`src/logic/fetch_pkg.sv`:
```
// Shared address map and fetch attribute types, imported by the fetch stage RTL
package fetch_pkg;

    ////////////////////
    // Address map

    // Local instruction RAM starts here, size set by RAM_WORDS
    localparam logic [31:0] LOCAL_BASE = 32'h0000_0000;

    // External bus window, both bounds inclusive
    localparam logic [31:0] BUS_BASE  = 32'h8000_0000;
    localparam logic [31:0] BUS_LIMIT = 32'h8000_FFFF;

    ////////////////////
    // Types

    // Which sub-unit serves a request
    typedef enum logic {
        UNIT_LOCAL = 1'b0,
        UNIT_BUS   = 1'b1
    } unit_id_t;

    // Per-request record kept in the in-flight FIFO
    typedef struct packed {
        logic [31:0] pc;
        unit_id_t    unit;
        logic        fault;  // unmapped address
    } fetch_attr_t;

endpackage

```
`src/logic/fetch_ifs.sv`:
```
// Interfaces between the fetch unit, its sub-units, the RAM arbiter and the RAM
`timescale 1ns/1ps

// Fetch unit to one fetch sub-unit
interface fetch_sub_if;
    logic        req;
    logic [31:0] addr;
    logic        ready;
    logic        data_valid;
    logic [31:0] data;
    logic        take;

    modport requester (
        output req, addr, take,
        input  ready, data_valid, data
    );

    modport responder (
        input  req, addr, take,
        output ready, data_valid, data
    );
endinterface


```
`src/logic/attr_fifo.sv`:
```
// In-order register FIFO holding the attributes of each fetch request in flight
`timescale 1ns/1ps

module attr_fifo #(
    parameter int MAX_INFLIGHT = 2
) (
    input  logic                   clk,
    input  logic                   rst,
    input  logic                   push,
    input  fetch_pkg::fetch_attr_t data_in,
    input  logic                   pop,
    output fetch_pkg::fetch_attr_t data_out,
    output logic                   valid,
    output logic                   full
);
    import fetch_pkg::*;

    localparam int PTR_W = (MAX_INFLIGHT > 1) ? $clog2(MAX_INFLIGHT) : 1;
    localparam int CNT_W = $clog2(MAX_INFLIGHT + 1);

    fetch_attr_t        entries [MAX_INFLIGHT];
    logic [PTR_W-1:0]   wr_ptr;
    logic [PTR_W-1:0]   rd_ptr;
    logic [CNT_W-1:0]   count;

    always_ff @(posedge clk) begin
        if (rst) begin
            wr_ptr <= '0;
            rd_ptr <= '0;
            count  <= '0;
        end else begin
            if (push)
                wr_ptr <= (wr_ptr == PTR_W'(MAX_INFLIGHT - 1)) ? '0 : wr_ptr + 1'b1;
            if (pop)
                rd_ptr <= (rd_ptr == PTR_W'(MAX_INFLIGHT - 1)) ? '0 : rd_ptr + 1'b1;
            count <= count + CNT_W'(push) - CNT_W'(pop);
        end
    end

    always_ff @(posedge clk) begin
        if (push)
            entries[wr_ptr] <= data_in;
    end

    assign data_out = entries[rd_ptr];
    assign valid    = (count != '0);
    assign full     = (count == CNT_W'(MAX_INFLIGHT));

    push_not_full_a: assert property (@(posedge clk) disable iff (rst) push |-> !full)
        else $error("attr_fifo push while full");
    pop_not_empty_a: assert property (@(posedge clk) disable iff (rst) pop |-> valid)
        else $error("attr_fifo pop while empty");

endmodule

```
`src/logic/fetch_unit.sv`:
```
// Fetch control: PC, request issue by region, in-flight tracking and in-order return
`timescale 1ns/1ps

module fetch_unit #(
    parameter int          RAM_WORDS    = 1024,
    parameter logic [31:0] RESET_PC     = 32'h0,
    parameter int          MAX_INFLIGHT = 2
) (
    input  logic        clk,
    input  logic        rst,
    input  logic        redirect_valid,
    input  logic [31:0] redirect_pc,
    input  logic        fetch_ready,
    fetch_sub_if.requester local_sub,
    fetch_sub_if.requester bus_sub,
    output logic        fetch_valid,
    output logic [31:0] fetch_pc,
    output logic [31:0] fetch_instr,
    output logic        fetch_fault
);
    import fetch_pkg::*;

    localparam int CNT_W = $clog2(MAX_INFLIGHT + 1);

    logic [31:0]      pc;
    logic [31:0]      pc_off;
    logic             is_local;
    logic             is_bus;
    logic             unmapped;
    unit_id_t         target;
    unit_id_t         last_unit;
    logic             order_ok;
    logic             unit_ready;
    logic             issue;
    logic             fault_hold;
    fetch_attr_t      fifo_in;
    fetch_attr_t      head;
    logic             fifo_valid;
    logic             fifo_full;
    logic             pop;
    logic             head_is_bus;
    logic             head_done;
    logic             discarding;
    logic [CNT_W-1:0] inflight_cnt;
    logic [CNT_W-1:0] inflight_next;
    logic [CNT_W-1:0] discard_cnt;

    ////////////////////
    // Issue

    assign pc_off   = pc - LOCAL_BASE;
    assign is_local = pc_off < 32'(RAM_WORDS * 4);
    assign is_bus   = (pc >= BUS_BASE) && (pc <= BUS_LIMIT);
    assign unmapped = ~is_local & ~is_bus;
    assign target   = is_bus ? UNIT_BUS : UNIT_LOCAL;

    // Never mix units in flight, keeps results in request order
    assign order_ok   = (inflight_cnt == '0) | (last_unit == target);
    assign unit_ready = is_bus ? bus_sub.ready : local_sub.ready;
    assign issue      = ~fault_hold & ~redirect_valid & ~fifo_full
                        & (unmapped | (unit_ready & order_ok));

    assign local_sub.req  = issue & is_local;
    assign local_sub.addr = pc;
    assign bus_sub.req    = issue & is_bus;
    assign bus_sub.addr   = pc;

    assign fifo_in = '{pc: pc, unit: target, fault: unmapped};

    always_ff @(posedge clk) begin
        if (rst) begin
            pc         <= RESET_PC;
            fault_hold <= 1'b0;
            last_unit  <= UNIT_LOCAL;
        end else begin
            if (redirect_valid)
                pc <= {redirect_pc[31:2], 2'b00};
            else if (issue && !unmapped)
                pc <= pc + 32'd4;
            // Stop after a fault until the next redirect
            if (redirect_valid)
                fault_hold <= 1'b0;
            else if (issue && unmapped)
                fault_hold <= 1'b1;
            if (issue && !unmapped)
                last_unit <= target;
        end
    end

    attr_fifo #(
        .MAX_INFLIGHT(MAX_INFLIGHT)
    ) attr_fifo_i (
        .clk      (clk),
        .rst      (rst),
        .push     (issue),
        .data_in  (fifo_in),
        .pop      (pop),
        .data_out (head),
        .valid    (fifo_valid),
        .full     (fifo_full)
    );

    ////////////////////
    // Result return

    assign head_is_bus = (head.unit == UNIT_BUS);
    assign head_done   = fifo_valid & (head.fault
                         | (head_is_bus ? bus_sub.data_valid : local_sub.data_valid));
    assign discarding  = (discard_cnt != '0);

    assign fetch_valid = head_done & ~discarding & ~redirect_valid;
    assign pop         = head_done & (discarding | (fetch_ready & ~redirect_valid));
    assign fetch_pc    = head.pc;
    assign fetch_fault = head.fault;
    assign fetch_instr = head.fault ? 32'h0 : (head_is_bus ? bus_sub.data : local_sub.data);

    assign local_sub.take = pop & ~head.fault & ~head_is_bus;
    assign bus_sub.take   = pop & ~head.fault & head_is_bus;

    ////////////////////
    // In-flight and flush counting

    assign inflight_next = inflight_cnt + CNT_W'(issue) - CNT_W'(pop);

    always_ff @(posedge clk) begin
        if (rst) begin
            inflight_cnt <= '0;
            discard_cnt  <= '0;
        end else begin
            inflight_cnt <= inflight_next;
            // Everything older than the redirect gets dropped
            if (redirect_valid)
                discard_cnt <= inflight_next;
            else if (pop && discarding)
                discard_cnt <= discard_cnt - 1'b1;
        end
    end

    local_order_a: assert property (@(posedge clk) disable iff (rst)
        local_sub.data_valid |-> fifo_valid && !head.fault && head.unit == UNIT_LOCAL)
        else $error("local result with another entry at FIFO head");
    bus_order_a: assert property (@(posedge clk) disable iff (rst)
        bus_sub.data_valid |-> fifo_valid && !head.fault && head.unit == UNIT_BUS)
        else $error("bus result with another entry at FIFO head");

endmodule

```
`src/flat_wrapper.sv`:
```
// flat-port wrapper written by rule: the top's interface ports become plain ports
module fetch_unit_flat import fetch_pkg::*;
#(
    parameter int          RAM_WORDS    = 1024,
    parameter logic [31:0] RESET_PC     = 32'h0,
    parameter int          MAX_INFLIGHT = 2
)
  (clk, rst, redirect_valid, redirect_pc, fetch_ready, fetch_valid, fetch_pc, fetch_instr, fetch_fault, local_sub_req, local_sub_addr, local_sub_take, local_sub_ready, local_sub_data_valid, local_sub_data, bus_sub_req, bus_sub_addr, bus_sub_take, bus_sub_ready, bus_sub_data_valid, bus_sub_data);
  fetch_sub_if local_sub_i ();
  fetch_sub_if bus_sub_i ();
  input  logic clk;
  input  logic rst;
  input  logic redirect_valid;
  input  logic [31:0] redirect_pc;
  input  logic fetch_ready;
  output logic fetch_valid;
  output logic [31:0] fetch_pc;
  output logic [31:0] fetch_instr;
  output logic fetch_fault;
  output wire logic [$bits(local_sub_i.req)-1:0] local_sub_req;
  output wire logic [$bits(local_sub_i.addr)-1:0] local_sub_addr;
  output wire logic [$bits(local_sub_i.take)-1:0] local_sub_take;
  input wire logic [$bits(local_sub_i.ready)-1:0] local_sub_ready;
  input wire logic [$bits(local_sub_i.data_valid)-1:0] local_sub_data_valid;
  input wire logic [$bits(local_sub_i.data)-1:0] local_sub_data;
  output wire logic [$bits(bus_sub_i.req)-1:0] bus_sub_req;
  output wire logic [$bits(bus_sub_i.addr)-1:0] bus_sub_addr;
  output wire logic [$bits(bus_sub_i.take)-1:0] bus_sub_take;
  input wire logic [$bits(bus_sub_i.ready)-1:0] bus_sub_ready;
  input wire logic [$bits(bus_sub_i.data_valid)-1:0] bus_sub_data_valid;
  input wire logic [$bits(bus_sub_i.data)-1:0] bus_sub_data;
  assign local_sub_req = local_sub_i.req;
  assign local_sub_addr = local_sub_i.addr;
  assign local_sub_take = local_sub_i.take;
  assign local_sub_i.ready = local_sub_ready;
  assign local_sub_i.data_valid = local_sub_data_valid;
  assign local_sub_i.data = local_sub_data;
  assign bus_sub_req = bus_sub_i.req;
  assign bus_sub_addr = bus_sub_i.addr;
  assign bus_sub_take = bus_sub_i.take;
  assign bus_sub_i.ready = bus_sub_ready;
  assign bus_sub_i.data_valid = bus_sub_data_valid;
  assign bus_sub_i.data = bus_sub_data;
  fetch_unit #(.RAM_WORDS(RAM_WORDS), .RESET_PC(RESET_PC), .MAX_INFLIGHT(MAX_INFLIGHT)) u_core (.clk(clk), .rst(rst), .redirect_valid(redirect_valid), .redirect_pc(redirect_pc), .fetch_ready(fetch_ready), .local_sub(local_sub_i), .bus_sub(bus_sub_i), .fetch_valid(fetch_valid), .fetch_pc(fetch_pc), .fetch_instr(fetch_instr), .fetch_fault(fetch_fault));
endmodule
```
`config.mk`:
```
export PLATFORM = sky130hd
export DESIGN_NAME = fetch_unit_flat
export DESIGN_NICKNAME = d
export VERILOG_FILES = /design/src/logic/fetch_pkg.sv /design/src/logic/fetch_ifs.sv /design/src/logic/attr_fifo.sv /design/src/logic/fetch_unit.sv /design/src/flat_wrapper.sv
export SDC_FILE = /design/constraint.sdc
export NUM_CORES = 1
export LEC_CHECK = 0
export ABC_AREA = 1
export BUFFER_PORTS_ARGS = -buffer_cell sky130_fd_sc_hd__buf_2
export CAP_MARGIN = 20
export CORE_ASPECT_RATIO = 0.6
export CORE_MARGIN = 1.5
export CORE_UTILIZATION = 31
export CTS_CLUSTER_DIAMETER = 150
export CTS_CLUSTER_SIZE = 40
export DETAILED_ROUTE_END_ITERATION = 6
export GPL_ROUTABILITY_DRIVEN = 0
export MAX_ROUTING_LAYER = met4
export PLACE_DENSITY = 0.63
export SYNTH_ARGS = -nofsm -noshare
export SYNTH_HDL_FRONTEND = slang
export SYNTH_SLANG_ARGS = --single-unit
```
`constraint.sdc`:
```
create_clock -name clk -period 6.25 [get_ports clk]
set_input_delay 1.25 -clock clk [delete_from_list [all_inputs] [get_ports clk]]
set_output_delay 1.25 -clock clk [all_outputs]
set_load 0.05 [all_outputs]
```
==> key figures, run 1 <==
Setup path
  • CP startpoint kind: register
  • Worst EP required: ~5.0 ns
  • Crit Path Class: reg -> out
  • Crit path DAT: approximately 3.6 ns
  • Worst-path fanout max: 34
  • Worst setup EP type: primary output

Placement
  • Port bufs: 229
  • Placed Cells: 1,199
  • Placed Area: about 6900 sq um
  • Post-DP HPWL: 11.5 mm

Power and ir drop
  • VDD IR max: between 0.1 and 0.15 mV
  • P_leak: around 3.6 nW
  • Power Internal: ~1.4 mW
  • Comb power frac: 41.8%
  • Switching Share: 44.6%
  • P_sw: 1.13 mW
  • Sequential Power Share: a little over a third
  • Clk pwr share: between 20% and 30%
  • Power Density: roughly 350 nW/um^2

GRT
  • All-Layer GR Usage: around 16%
  • Largest net degree at the start of global routing: 73
  • GRT overflow: 0
  • Vias in the first global route: ~4,600
  • First-pass GRT wire length: 24.2 mm
  • Antenna violations before repair: 1

Finish
  • Final nets: 1,083
  • Fill cell count: slightly below 2,000
  • Share of layout cells above drive strength 1: a little over a quarter
  • Reg area: approximately 2700 sq um
  • Area Growth Syn to Fin: 23.4%
  • Area occupied by multi-input gates: about 2500 sq um
  • Finished Layout Cells: 1,218
  • Post-Layout Inst Area: roughly 7300 sq um

Routing
  • Drt drc: 0
  • ANT nets after route: 0
  • Drt initial violations: about 350
  • Vias/cell: about 4.5
  • Via count: 5,427
  • Detailed-route wire length: roughly 16 mm
  • Drt first pass iters: 5
  • Wirelength per Cell: 13.4 um

Yosys
  • Mapped Cells: slightly below 800
  • Synth Warn #: 0
  • Seq/Total Area, Yosys: around 47%
  • Register bit count reported by yosys: ~110
  • Synthesized area per cell: about 7.4 sq um
  • Distinct cells, synth: 32
  • Mapped Area: around 5900 sq um

CTS
  • CTS tree: done
  • Clk buf depth: 2
  • Total CTS buffers: 9
  • CTS H-tree lvls: 3
  • Root Driver: clkbuf_16
  • CTS Hold Bufs: 0
  • Clock-pin slew on the worst setup and hold paths: about 0.070 ns
  • Clock Latency Late Sink: 0.34 ns
  • Num Clock Sinks: 105
  • Post-CTS Setup Bufs: 0
  • Resize count post-CTS: 0

Floorplanning
  • Die height: ~110 um
  • Num ports: around 240
  • Die ar.: between 15,000 and 20,000 sq um
  • Site row count: 38
  • Starting Density: approximately a third
  • Core area: ~18,000 sq um
  • Die width: 181 um

STA
  • Final Max Slew Viols: 0
  • Rel. slew slack: between 20 and 30%
  • Clock Skew: slightly above 0.008 ns
  • Final Setup Violations: 0
  • Max Clock Freq: 206 MHz
  • Crit path time final: just under 5 ns
  • Measured slew at the worst slew-check pin: approximately 1.1 ns
  • Final Cycle Share: about 78%
  • RSZ-0062 raised after global routing: false
  • Sum Neg Setup Slack: 0 ns
  • Final Hold Vio Count: 0

Hold path
  • Hold Crit Class: reg -> reg

Outcome
  • Status: finished clean

Flow run
  • Maxcap violations: 0
==> worst max-delay path, cell delays in order, from the launching register on <==
cell and delay (ns):
dfxtp_1 0.31, buf_4 0.36, inv_2 0.37, nand2_1 0.14, nand2_1 0.36, buf_8 0.31
inv_2 0.40, nand2_1 0.12, nand3_1 0.14, nand2_1 0.07, inv_1 0.05, nand2_1 0.05
inv_2 0.11, nand2_1 0.09, nor2_1 0.10, buf_2 0.27
==> layout by cell type, fill, tap and decap left out, drive strengths merged, types with 2 or more instances in the layout <==
cell	count
nand2	294
buf	235
nor2	94
a21oi	66
inv	65
edfxtp	64
nand3	45
dfxtp	41
o21ai	27
xor2	9
clkbuf	9
ha	7
conb	6
clkinv	3
a31oi	2
xnor2	2
==> power groups by stage <==
stage	Combinational, mW	Sequential [mW]	Clock, mW
after floorplan	0.781	0.946	0
after global placement	1.04	0.910	0
after detailed placement	1.05	0.913	0
after CTS	1.05	0.897	0.591
after global routing	1.14	0.908	0.614
final	1.06	0.896	0.575
==> routing by layer <==
metal  global-route usage [%]  share of wire, %
met4                     2.26              0.28
met2                     23.1                41
met5                        -                 0
met3                     3.41               6.1
met1                     23.4                52
==> cell type report <==
type	instances	area share, %
multi-input cells	559	34.0
diodes	1	0.0344
repair buffers	235	16.8
well taps	240	4.13
flip-flops and latches	105	37.7
clock buffers	9	3.10
clock inverters	7	1.05
inverters	62	3.20
==> final timing paths <==
path / depth (start not counted) / to / slack (ns) / startpoint
max reg2reg: 20 / u_core.discard_cnt[1] / 2.18 / register
min: 1 / u_core.attr_fifo_i.count[1] / 0.45 / u_core.attr_fifo_i.count[1]
min reg2reg: 1 / u_core.attr_fifo_i.count[1] / 0.45 / u_core.attr_fifo_i.count[1]
max: 15 / local_sub_take / 1.39 / register
==> kinds of logic after synthesis <==
| family | after synthesis | share of synthesized area, % |
|---|---|---|
| xor+xnor | 11 | 1.64 |
| other cells | 1 | 0.0637 |
| simple gates | 437 | 29.7 |
| compound gates | 98 | 8.52 |
| fa+ha+maj | 7 | 1.49 |
| flops | 105 | 46.6 |
| buf+inv | 134 | 12.0 |
==> flip-flops by register name, indices dropped and copies added (netlist names), named ones only <==
register                    cells
u_core.attr_fifo_i.count        2
u_core.attr_fifo_i.entries     64
u_core.attr_fifo_i.rd_ptr       1
u_core.attr_fifo_i.wr_ptr       1
u_core.bus_sub.addr            30
u_core.discard_cnt              2
u_core.fault_hold               1
u_core.inflight_cnt             2
u_core.last_unit                1
==> stage by stage <==
step	utilization [%]	hold WS, ns	worst slack [ns]	total power [mW]
2_1_floorplan	-	0.422	2.30	1.73
3_3_place_gp	37.7	0.436	1.40	1.95
3_5_place_dp	37.7	0.444	1.40	1.96
4_1_cts	39.4	0.452	1.01	2.54
5_1_grt	39.6	0.490	1.03	2.67
6_report	39.6	0.455	1.39	2.53
==> cells in the mapped netlist <==
cell      count  area, sq um
nand2_1     293         1100
nor2_1       91          342
a21oi_1      66          330
edfxtp_1     64         1920
inv_1        58          218
dfxtp_1      41          821
nand3_1      40          200
buf_4        37          278
o21ai_0      26          130
clkbuf_1     14         52.6
buf_1         9         33.8
xor2_1        9         78.8
buf_6         7         78.8
ha_1          7         87.6
buf_2         4         20.0
inv_2         4         15.0
nand3_2       4         40.0
nor2_2        3         18.8
a31oi_1       2         12.5
xnor2_1       2         17.5
a22o_1        1         8.76
clkbuf_8      1         13.8
conb_1        1         3.75
nand2_2       1         6.26
nand2b_1      1         6.26
nand3_4       1         17.5
nand4_1       1         6.26
nor3_1        1         5.00
o211ai_1      1         7.51
o21a_1        1         7.51
o21ai_1       1         5.00
or2_1         1         6.26
(Power assumes the default switching activity.)
==> run 2: changes to the inputs <==
- PLACE_DENSITY: 0.63 -> 0.65
- clock period: 6.25 -> 4.2 ns (I/O delays scaled with it)
==> run 2 against run 1 <==
  * Worst hold slack gained 0.0016 ns
  * Utilization is essentially flat
  * Combinational power grew 48%
  * Setup slack lost 0.78 ns
  * Power grew 49%
  * Sequential power grew 50%
  * First-iteration DRC count grew 9.8%
  * Final cell count grew 0.25%
  * Final area is essentially flat
  * Die area is the same
  * Sequential share of layout area is essentially flat
  * Via count grew 1.7%
  * Critical endpoint unchanged
==> key figures, run 2 (synthesized netlist as in run 1, its figures left out) <==
STA
  • Final Max Slew Viols: 0 (unchanged)
  • Worst hold slack: 0.457 ns (+0.00159 ns)
  • Final Setup Violations: 0 (unchanged)
  • Final Cycle Share: 85.6%
  • Final WS setup: 0.604 ns (-0.783 ns)
  • RSZ-0062 raised after global routing: false
  • Sum Neg Setup Slack: 0 ns (unchanged)
  • Measured slew at the worst slew-check pin: 0.948 ns (-0.111 ns)
  • Final Hold Vio Count: 0 (unchanged)
  • Rel. slew slack: 36.7% (+7.5 points)
  • Clock Skew: 0.00565 ns (-0.00247 ns)
  • Max Clock Freq: 278 MHz
  • Crit path time final: 3.60 ns

CTS
  • CTS Hold Bufs: 0 (unchanged)
  • Clock Latency Late Sink: 0.35 ns (about the same)
  • CTS tree: done
  • Root Driver: clkbuf_16
  • Clk buf depth: 2 (unchanged)
  • Resize count post-CTS: 0 (unchanged)
  • CTS H-tree lvls: 3 (unchanged)
  • Post-CTS Setup Bufs: 0 (unchanged)
  • Total CTS buffers: 9 (unchanged)
  • Num Clock Sinks: 105 (unchanged)
  • Clock-pin slew on the worst setup and hold paths: 0.07 ns (about the same)

Hold path
  • Hold_sp: u_core.attr_fifo_i.count[1]
  • Hold Crit Class: reg -> reg
  • Min-Delay Path Depth: 1 (unchanged)

Setup path
  • Critical Path Slowest Stage Cell: dfxtp_1
  • Worst EP required: 3.36 ns (-1.64 ns)
  • Crit path DAT: 2.76 ns (-0.85 ns)
  • Buf/Inv on CP: 6 (-1)
  • CP max stage delay: 0.60 ns (+0.20 ns)
  • CP Cell Sequence: inv_2, nand2_1, nand2_1, buf_4, inv_2, nand2_1, nand3_1, nand2_1, inv_1, nand2_1, inv_2, nand2_1, nor2_1, buf_2
  • Worst setup EP type: primary output
  • Worst-path fanout max: 35 (+2.9%)
  • Crit path depth: 14 (-1)
  • CP dominant cell by count: nand2_1
  • Crit Path Class: reg -> out
  • Crit path max-delay family: buffers and inverters
  • CP startpoint kind: register
  • Worst r2r path cells: 18 (-10%)

Routing
  • ANT nets after route: 0 (unchanged)
  • Via count: 5,521 (+1.7%)
  • Drt drc: 0 (unchanged)
  • Vias/cell: 4.52 (+1.5%)
  • Drt initial violations: 380 (+9.8%)
  • Detailed-route wire length: 16.4 mm (+0.75%)
  • Drt first pass iters: 7 (+2)
  • Wirelength per Cell: 13.4 um (+0.50%)

Placement
  • Post-DP HPWL: 11.8 mm (+2.4%)
  • Port bufs: 229 (unchanged)
  • Placement Setup Slack: 0.940 ns (-0.463 ns)
  • Placed Cells: 1,204 (+0.42%)
  • Placed Area: 6980 sq um (+0.76%)

GRT
  • All-Layer GR Usage: 16.9% (+0.83 points)
  • Largest net degree at the start of global routing: 72 (-1.4%)
  • Antenna violations before repair: 1 (unchanged)
  • Vias in the first global route: 4,857 (+6.3%)
  • GRT overflow: 0 (unchanged)
  • First-pass GRT wire length: 25.6 mm (+5.6%)

Floorplanning
  • Die ar.: 19,900 sq um (unchanged)
  • Die width: 181 um (unchanged)
  • Core area: 18,400 sq um (unchanged)
  • Site row count: 38 (unchanged)
  • Die height: 110 um (unchanged)
  • Starting Density: 32.1% (unchanged)
  • Num ports: 238 (unchanged)

Power and ir drop
  • Power Density: 518 nW/um^2 (+49%)
  • P_leak: 3.63 nW (about the same)
  • Final total power: 3.77 mW (+49%)
  • VDD IR max: 0.202 mV (+75%)

Finish
  • Finished Core Util: 39.6% (about the same)
  • Area occupied by multi-input gates: 2470 sq um (unchanged)
  • Reg area: 2740 sq um (unchanged)
  • Post-Layout Inst Area: 7270 sq um (about the same)
  • Final nets: 1,086 (+0.28%)
  • Most frequent cells in the layout: nand2_1 (293), buf_2 (228), nor2_1 (89), a21oi_1 (66), edfxtp_1 (64)
  • Largest register FFs: 64 (unchanged)
  • Commonest non-fill, non-tap cell in the layout: nand2_1
  • Finished Layout Cells: 1,221 (+0.25%)
  • Fill cell count: 1,961 (+0.46%)
  • Top reg by flops: u_core.attr_fifo_i.entries
  • Share of layout cells above drive strength 1: 27.4% (+0.33 points)
  • Area Growth Syn to Fin: 23.5% (about the same)

Outcome
  • Status: finished clean

Flow run
  • Maxcap violations: 0 (unchanged)
run 2: worst paths after layout:
kind	end	slack (ns)
worst min register to register	u_core.attr_fifo_i.count[1]	0.46
worst max-delay path	local_sub_take	0.60
worst min-delay path	u_core.attr_fifo_i.count[1]	0.46
worst max register to register	u_core.discard_cnt[1]	0.97
run 2: routing by layer:
layer / up-vias / global-route usage (%) / routed length (um)
met2: 177 / 24.6 / 6890
met4: 0 / 2.86 / 82
li1: 2845 / - / -
met1: 2490 / 24.2 / 8450
met3: 9 / 3.61 / 993
met5: - / - / 0
run 2: report_power, final:
| group | switching, mW | total (mW) | internal (mW) |
|---|---|---|---|
| combinational | 1.20 | 1.57 | 0.375 |
| clock | 0.416 | 0.850 | 0.433 |
| sequential | 0.0955 | 1.34 | 1.25 |
| total | 1.71 | 3.77 | 2.06 |
run 2: final cells by class:
| class | instances | share of cell area [%] |
|---|---|---|
| sequential | 105 | 37.7 |
| timing repair buffer | 238 | 16.9 |
| clock inverter | 6 | 0.774 |
| clock buffer | 10 | 3.29 |
| tap | 240 | 4.13 |
| inverter | 62 | 3.20 |
| multi-input combinational | 559 | 34.0 |
| antenna | 1 | 0.0344 |
